`config.mk`:
```
export PLATFORM = sky130hd
export DESIGN_NAME = flag_file
export DESIGN_NICKNAME = d
export VERILOG_FILES = /design/src/logic/flag_pkg.sv /design/src/logic/flag_write_decode.sv /design/src/logic/flag_cell.sv /design/src/logic/flag_read_port.sv /design/src/logic/flag_file.sv
export SDC_FILE = /design/constraint.sdc
export NUM_CORES = 1
export LEC_CHECK = 0
export BUFFER_PORTS_ARGS = -buffer_cell sky130_fd_sc_hd__buf_2
export CORE_ASPECT_RATIO = 1.1
export CORE_MARGIN = 8
export CORE_UTILIZATION = 62
export CTS_CLUSTER_DIAMETER = 30
export CTS_CLUSTER_SIZE = 30
export DETAILED_ROUTE_END_ITERATION = 7
export MAX_ROUTING_LAYER = met4
export PLACE_DENSITY = 0.95
export SYNTH_ARGS = -nofsm -noshare
export SYNTH_HDL_FRONTEND = slang
export SYNTH_SLANG_ARGS = --single-unit
```
`constraint.sdc`:
```
create_clock -name clk -period 3.9 [get_ports clk]
set_clock_uncertainty 0.15 [all_clocks]
set_input_delay 0.78 -clock clk [delete_from_list [all_inputs] [get_ports clk]]
set_output_delay 0.78 -clock clk [all_outputs]
set_load 0.05 [all_outputs]
```
`src/logic/flag_pkg.sv`:
```
`default_nettype none

package flag_pkg;

  localparam int FLAG_WIDTH = 6;  // CF, PF, AF, ZF, SF and OF

  // Bit positions inside a raw flag word
  localparam int CF_BIT = 0;
  localparam int PF_BIT = 1;
  localparam int AF_BIT = 2;
  localparam int ZF_BIT = 3;
  localparam int SF_BIT = 4;
  localparam int OF_BIT = 5;

  typedef union packed {
    logic [FLAG_WIDTH-1:0] raw;  // Storage and mask merge view
    struct packed {
      logic of;
      logic sf;
      logic zf;
      logic af;
      logic pf;
      logic cf;
    } f;  // Named view for condition evaluation
  } flags_u;

  localparam int COND_WIDTH = 4;  // Low nibble of a Jcc opcode

  // An odd code is the negation of the even code below it
  localparam logic [COND_WIDTH-1:0] COND_O  = 4'd0;
  localparam logic [COND_WIDTH-1:0] COND_NO = 4'd1;
  localparam logic [COND_WIDTH-1:0] COND_B  = 4'd2;
  localparam logic [COND_WIDTH-1:0] COND_AE = 4'd3;
  localparam logic [COND_WIDTH-1:0] COND_E  = 4'd4;
  localparam logic [COND_WIDTH-1:0] COND_NE = 4'd5;
  localparam logic [COND_WIDTH-1:0] COND_BE = 4'd6;
  localparam logic [COND_WIDTH-1:0] COND_A  = 4'd7;
  localparam logic [COND_WIDTH-1:0] COND_S  = 4'd8;
  localparam logic [COND_WIDTH-1:0] COND_NS = 4'd9;
  localparam logic [COND_WIDTH-1:0] COND_P  = 4'd10;
  localparam logic [COND_WIDTH-1:0] COND_NP = 4'd11;
  localparam logic [COND_WIDTH-1:0] COND_L  = 4'd12;
  localparam logic [COND_WIDTH-1:0] COND_GE = 4'd13;
  localparam logic [COND_WIDTH-1:0] COND_LE = 4'd14;
  localparam logic [COND_WIDTH-1:0] COND_G  = 4'd15;

endpackage

`default_nettype wire

```
`src/logic/flag_write_decode.sv`:
```
`timescale 1ns/1ps
`default_nettype none

module flag_write_decode
  import flag_pkg::*;
#(
  parameter int ENTRIES = 8,
  localparam int IDX_W = (ENTRIES > 1) ? $clog2(ENTRIES) : 1
)
(
  input  logic                                  wr0_en,
  input  logic [IDX_W-1:0]                      wr0_index,
  input  logic [FLAG_WIDTH-1:0]                 wr0_flags,
  input  logic [FLAG_WIDTH-1:0]                 wr0_mask,
  input  logic                                  wr1_en,
  input  logic [IDX_W-1:0]                      wr1_index,
  input  logic [FLAG_WIDTH-1:0]                 wr1_flags,
  input  logic [FLAG_WIDTH-1:0]                 wr1_mask,
  output logic [ENTRIES-1:0][FLAG_WIDTH-1:0]    cell_wdata,
  output logic [ENTRIES-1:0][FLAG_WIDTH-1:0]    cell_wmask
);

  // Each entry sees the masks of the ports that address it this cycle
  for (genvar e = 0; e < ENTRIES; e++)
  begin : g_entry
    logic                  hit0;
    logic                  hit1;
    logic [FLAG_WIDTH-1:0] mask0;
    logic [FLAG_WIDTH-1:0] mask1;

    assign hit0 = wr0_en && (wr0_index == IDX_W'(e));  // Port 0 targets this entry
    assign hit1 = wr1_en && (wr1_index == IDX_W'(e));  // Port 1 targets this entry

    assign mask0 = hit0 ? wr0_mask : '0;
    assign mask1 = hit1 ? wr1_mask : '0;

    // An overlap still writes every flag that either port requests
    assign cell_wmask[e] = mask0 | mask1;

    // Port 1 supplies every flag it masks and port 0 fills in the rest
    assign cell_wdata[e] = (mask1 & wr1_flags) | (~mask1 & wr0_flags);
  end

endmodule

`default_nettype wire

```
`src/logic/flag_cell.sv`:
```
`timescale 1ns/1ps
`default_nettype none

module flag_cell
  import flag_pkg::*;
(
  input  logic                  clk,
  input  logic                  rst,
  input  logic [FLAG_WIDTH-1:0] wdata,
  input  logic [FLAG_WIDTH-1:0] wmask,
  output flags_u                flags,
  output logic                  written
);

  always_ff @(posedge clk)
  begin
    if (rst)
    begin
      flags.raw <= '0;
      written   <= 1'b0;
    end
    else
    begin
      flags.raw <= (flags.raw & ~wmask) | (wdata & wmask);  // Unmasked flags keep their value
      if (|wmask)
      begin
        written <= 1'b1;  // Sticky until the next reset
      end
    end
  end

endmodule

`default_nettype wire

```
`src/logic/flag_read_port.sv`:
```
`timescale 1ns/1ps
`default_nettype none

module flag_read_port
  import flag_pkg::*;
#(
  parameter int ENTRIES = 8,
  localparam int IDX_W = (ENTRIES > 1) ? $clog2(ENTRIES) : 1
)
(
  input  logic                    clk,
  input  logic                    rst,
  input  logic                    read_clk_en,
  input  logic [IDX_W-1:0]        read_index,
  input  logic [COND_WIDTH-1:0]   read_cond,
  input  flags_u [ENTRIES-1:0]    cell_flags,
  input  logic [ENTRIES-1:0]      cell_written,
  output flags_u                  read_flags,
  output logic                    read_written,
  output logic                    read_cond_true
);

  logic [IDX_W-1:0]      index_q;  // Entry held between captures
  logic [COND_WIDTH-1:0] cond_q;   // Condition held between captures
  flags_u                sel;

  always_ff @(posedge clk)
  begin
    if (rst)
    begin
      index_q <= '0;
      cond_q  <= COND_O;
    end
    else if (read_clk_en)
    begin
      index_q <= read_index;
      cond_q  <= read_cond;
    end
  end

  // Storage is read live, so later writes to the held entry show through
  assign sel          = cell_flags[index_q];
  assign read_flags   = sel;
  assign read_written = cell_written[index_q];

  always_comb
  begin
    case (cond_q)
      COND_O:  read_cond_true = sel.f.of;
      COND_NO: read_cond_true = !sel.f.of;
      COND_B:  read_cond_true = sel.f.cf;
      COND_AE: read_cond_true = !sel.f.cf;
      COND_E:  read_cond_true = sel.f.zf;
      COND_NE: read_cond_true = !sel.f.zf;
      COND_BE: read_cond_true = sel.f.cf | sel.f.zf;  // Unsigned below or equal
      COND_A:  read_cond_true = !(sel.f.cf | sel.f.zf);
      COND_S:  read_cond_true = sel.f.sf;
      COND_NS: read_cond_true = !sel.f.sf;
      COND_P:  read_cond_true = sel.f.pf;
      COND_NP: read_cond_true = !sel.f.pf;
      COND_L:  read_cond_true = sel.f.sf ^ sel.f.of;  // Signed less than
      COND_GE: read_cond_true = !(sel.f.sf ^ sel.f.of);
      COND_LE: read_cond_true = sel.f.zf | (sel.f.sf ^ sel.f.of);
      COND_G:  read_cond_true = !(sel.f.zf | (sel.f.sf ^ sel.f.of));
      default: read_cond_true = 1'b0;
    endcase
  end

endmodule

`default_nettype wire

```
`src/logic/flag_file.sv`:
```
`timescale 1ns/1ps
`default_nettype none

module flag_file
  import flag_pkg::*;
#(
  parameter int ENTRIES = 8,
  localparam int IDX_W = (ENTRIES > 1) ? $clog2(ENTRIES) : 1
)
(
  input  logic                  clk,
  input  logic                  rst,
  input  logic                  wr0_en,
  input  logic [IDX_W-1:0]      wr0_index,
  input  logic [FLAG_WIDTH-1:0] wr0_flags,
  input  logic [FLAG_WIDTH-1:0] wr0_mask,
  input  logic                  wr1_en,
  input  logic [IDX_W-1:0]      wr1_index,
  input  logic [FLAG_WIDTH-1:0] wr1_flags,
  input  logic [FLAG_WIDTH-1:0] wr1_mask,
  input  logic                  read_clk_en,
  input  logic [IDX_W-1:0]      read_index,
  input  logic [COND_WIDTH-1:0] read_cond,
  output flags_u                read_flags,
  output logic                  read_written,
  output logic                  read_cond_true
);

  logic [ENTRIES-1:0][FLAG_WIDTH-1:0] cell_wdata;
  logic [ENTRIES-1:0][FLAG_WIDTH-1:0] cell_wmask;
  flags_u [ENTRIES-1:0]               cell_flags;
  logic [ENTRIES-1:0]                 cell_written;

  flag_write_decode #(.ENTRIES(ENTRIES)) i_write_decode (
    .wr0_en     (wr0_en),
    .wr0_index  (wr0_index),
    .wr0_flags  (wr0_flags),
    .wr0_mask   (wr0_mask),
    .wr1_en     (wr1_en),
    .wr1_index  (wr1_index),
    .wr1_flags  (wr1_flags),
    .wr1_mask   (wr1_mask),
    .cell_wdata (cell_wdata),
    .cell_wmask (cell_wmask)
  );

  for (genvar e = 0; e < ENTRIES; e++)
  begin : g_cell
    flag_cell i_cell (
      .clk     (clk),
      .rst     (rst),
      .wdata   (cell_wdata[e]),
      .wmask   (cell_wmask[e]),
      .flags   (cell_flags[e]),
      .written (cell_written[e])
    );
  end

  flag_read_port #(.ENTRIES(ENTRIES)) i_read_port (
    .clk            (clk),
    .rst            (rst),
    .read_clk_en    (read_clk_en),
    .read_index     (read_index),
    .read_cond      (read_cond),
    .cell_flags     (cell_flags),
    .cell_written   (cell_written),
    .read_flags     (read_flags),
    .read_written   (read_written),
    .read_cond_true (read_cond_true)
  );

endmodule

`default_nettype wire

```
==> results.sh <==
export IMPL_cts_sinks=63
export IMPL_cts_hold_buf=0
export IMPL_fin_util=0.710
export IMPL_vias=3746
export IMPL_crit_type="flop to output pin"
export IMPL_yosys_warnings=0
export IMPL_ys_seq_elements=63
export IMPL_grt_max_degree=64
export IMPL_wl_per_cell_um=20.7
export IMPL_hold_ws_ns=0.332
export IMPL_whs_path_depth=2
export IMPL_synth_top_area_frac=0.339
export IMPL_fin_crit_sh=0.946
export IMPL_startpoint_type="flop"
export IMPL_status="complete, no violations"
export IMPL_place_area_sq_um=3940
export IMPL_initial_core_util=0.645
export IMPL_critPathArrivalTime_ns=2.76
export IMPL_hold_viol=0
export IMPL_post_cts_setup_buffers=0
export IMPL_fillers=405
export IMPL_place_gp_congestion=0.940
export IMPL_postRouteAntennaNets=0
export IMPL_die_area_sq_um=8740
export IMPL_num_antenna_cells=0
export IMPL_worstRegToRegCells=3
export IMPL_grt_pass1_vias=3788
export IMPL_finalSetupViolCount=0
export IMPL_num_rows=29
export IMPL_max_slew_margin=0.194
export IMPL_hpwl_um=7950
export IMPL_die_w_um=89.9
export IMPL_clkLatencyLatePin_ns=0.35
export IMPL_rsz0062_at_grt="no"
export IMPL_first_iter_violations=387
export IMPL_cts_made_buffers=9
export IMPL_syn_inst=452
export IMPL_finalMaxSlewViolations=0
export IMPL_cts_tree="yes"
export IMPL_die_y_um=97.2
export IMPL_final_nets=522
export IMPL_syn_cell_area_sq_um=3720
export IMPL_regArea_sq_um=1260
export IMPL_syn_mean_instance_area_sq_um=8.23
export IMPL_final_area_sq_um=4100
export IMPL_hold_path_class="flop to flop"
export IMPL_synth_distinct_cells=28
export IMPL_cp_required_ns=2.97
export IMPL_multi_input_area_sq_um=2280
export IMPL_worstPathMaxFanout=8
export IMPL_gr_total_overflow=0
export IMPL_synth_nets=494
export IMPL_min_period_ns=3.69
export IMPL_max_cap_viol_count=0
export IMPL_place_ws_ns=0.586
export IMPL_seq_area_frac_synth=0.339
export IMPL_area_growth_pct=10.2
export IMPL_core_area_sq_um=5770
export IMPL_vias_per_cell=6.69
export IMPL_antenna_found_initial=0
export IMPL_post_cts_resized=0
export IMPL_root_buffer="clkbuf_8"
export IMPL_pin_count=50
export IMPL_leakage_nw=1.73
export IMPL_ir_worst_vdd_mv=0.190
export IMPL_grt_first_pass_wirelength_um=18700
export IMPL_crit_path_end_kind="output pin"
export IMPL_cts_buffer_depth=2
export IMPL_numPortBuffers=49
export IMPL_grt_usage=0.273
export IMPL_yosysTopAreaCell="dfxtp_1"
export IMPL_finalSetupTns_ns=0
export IMPL_p_per_area_nw_per_um2=346
export IMPL_layout_setup_ws_ns=0.211
export IMPL_htree_levels=3
export IMPL_cts_clk_slew_worst_paths_ns=0.07
export IMPL_drive_above_1_share=0.178
export IMPL_drtPass1Iterations=5
export IMPL_max_freq_ghz=0.271
export IMPL_synth_area_top_cells="dfxtp_1 (34%), mux2i_1 (13%), nand2_1 (11%)"
export IMPL_drcViolationCount=0
export IMPL_tightest_slew_ns=1.21
export IMPL_wl_um=11600
[Yosys cell counts]
library cell and number:
mux2_2 6, inv_1 1, a221oi_1 8, buf_4 1, nor2_1 80, a21oi_1 1, nor4_1 2, mux2i_4 1
buf_8 1, nor3_1 4, a311oi_1 8, nand3_1 9, xnor2_1 6, dfxtp_1 63, mux2i_1 48, o211ai_1 1
buf_6 2, a22oi_1 1, nand2b_1 7, a32oi_1 1, a211oi_1 40, mux2_4 1, nand2_1 111, buf_2 2
mux4_2 10, buf_1 14, clkbuf_1 19, mux4_1 4
[per-stage QoR]
step                power [mW]  cells
finish                    1.42    560
global route              1.46    560
CTS                       1.41    560
detailed placement       0.918    546
global placement         0.909    546
floorplan                0.856    452
[report_power, final]
part	internal [mW]	leakage, nW	switching, mW
Sequential	0.669	0.513	0.0226
Clock	0.258	0.0854	0.248
Combinational	0.0831	1.13	0.137
[layer usage]
metal | global-route usage | vias up | part of all wire
li1 | - | 1640 | -
met1 | 0.309 | 1707 | 0.35
met5 | - | - | 0
met4 | 0.222 | 0 | 0.071
met2 | 0.400 | 317 | 0.45
met3 | 0.0726 | 82 | 0.14
[cells in the final DEF (no fill, tap or decap), types with 6 or more instances in the layout]
| master | instances |
|---|---|
| a211oi_1 | 40 |
| a221oi_1 | 8 |
| a311oi_1 | 8 |
| buf_2 | 49 |
| buf_4 | 7 |
| clkbuf_8 | 11 |
| dfxtp_1 | 63 |
| mux2_2 | 6 |
| mux2i_1 | 48 |
| mux4_2 | 10 |
| nand2_1 | 111 |
| nand2b_1 | 7 |
| nand3_1 | 9 |
| nor2_1 | 80 |
| xnor2_1 | 6 |
[path summary, 6_finish.rpt]
check	start	end	slack [ns]
setup reg to reg	i_read_port.index_q[2]	i_read_port.index_q[2]	2.83
hold / removal	g_cell[1].i_cell.written	g_cell[1].i_cell.written	0.33
hold reg to reg	g_cell[1].i_cell.written	g_cell[1].i_cell.written	0.33
setup / recovery	i_read_port.index_q[0]	read_cond_true	0.21
[area by class of cell]
cell class,instances,share of cell area
Tap cell,77,0.0235
Multi-Input combinational cell,349,0.555
Clock buffer,13,0.0388
Sequential cell,63,0.308
Inverter,1,0.000916
Timing Repair Buffer,56,0.0726
Clock inverter,1,0.00122
[logic make-up after synthesis]
family                 count (synthesis)  synth area share
AO/OA/AOI/OAI                         60             0.126
XOR/XNOR                               6            0.0141
buffers and inverters                 40            0.0491
flip-flops                            63             0.339
multiplexers                          70             0.246
AND/OR/NAND/NOR                      213             0.225
[critical path, stage by stage (launching register included)]
cell and delay, ns:
dfxtp_1 0.52, buf_4 0.25, mux4_2 0.52, mux2_2 0.31
a21oi_1 0.16, xnor2_1 0.14, a32oi_1 0.12, o211ai_1 0.10
buf_2 0.29
No activity file was read; power rests on OpenSTA's default activity.
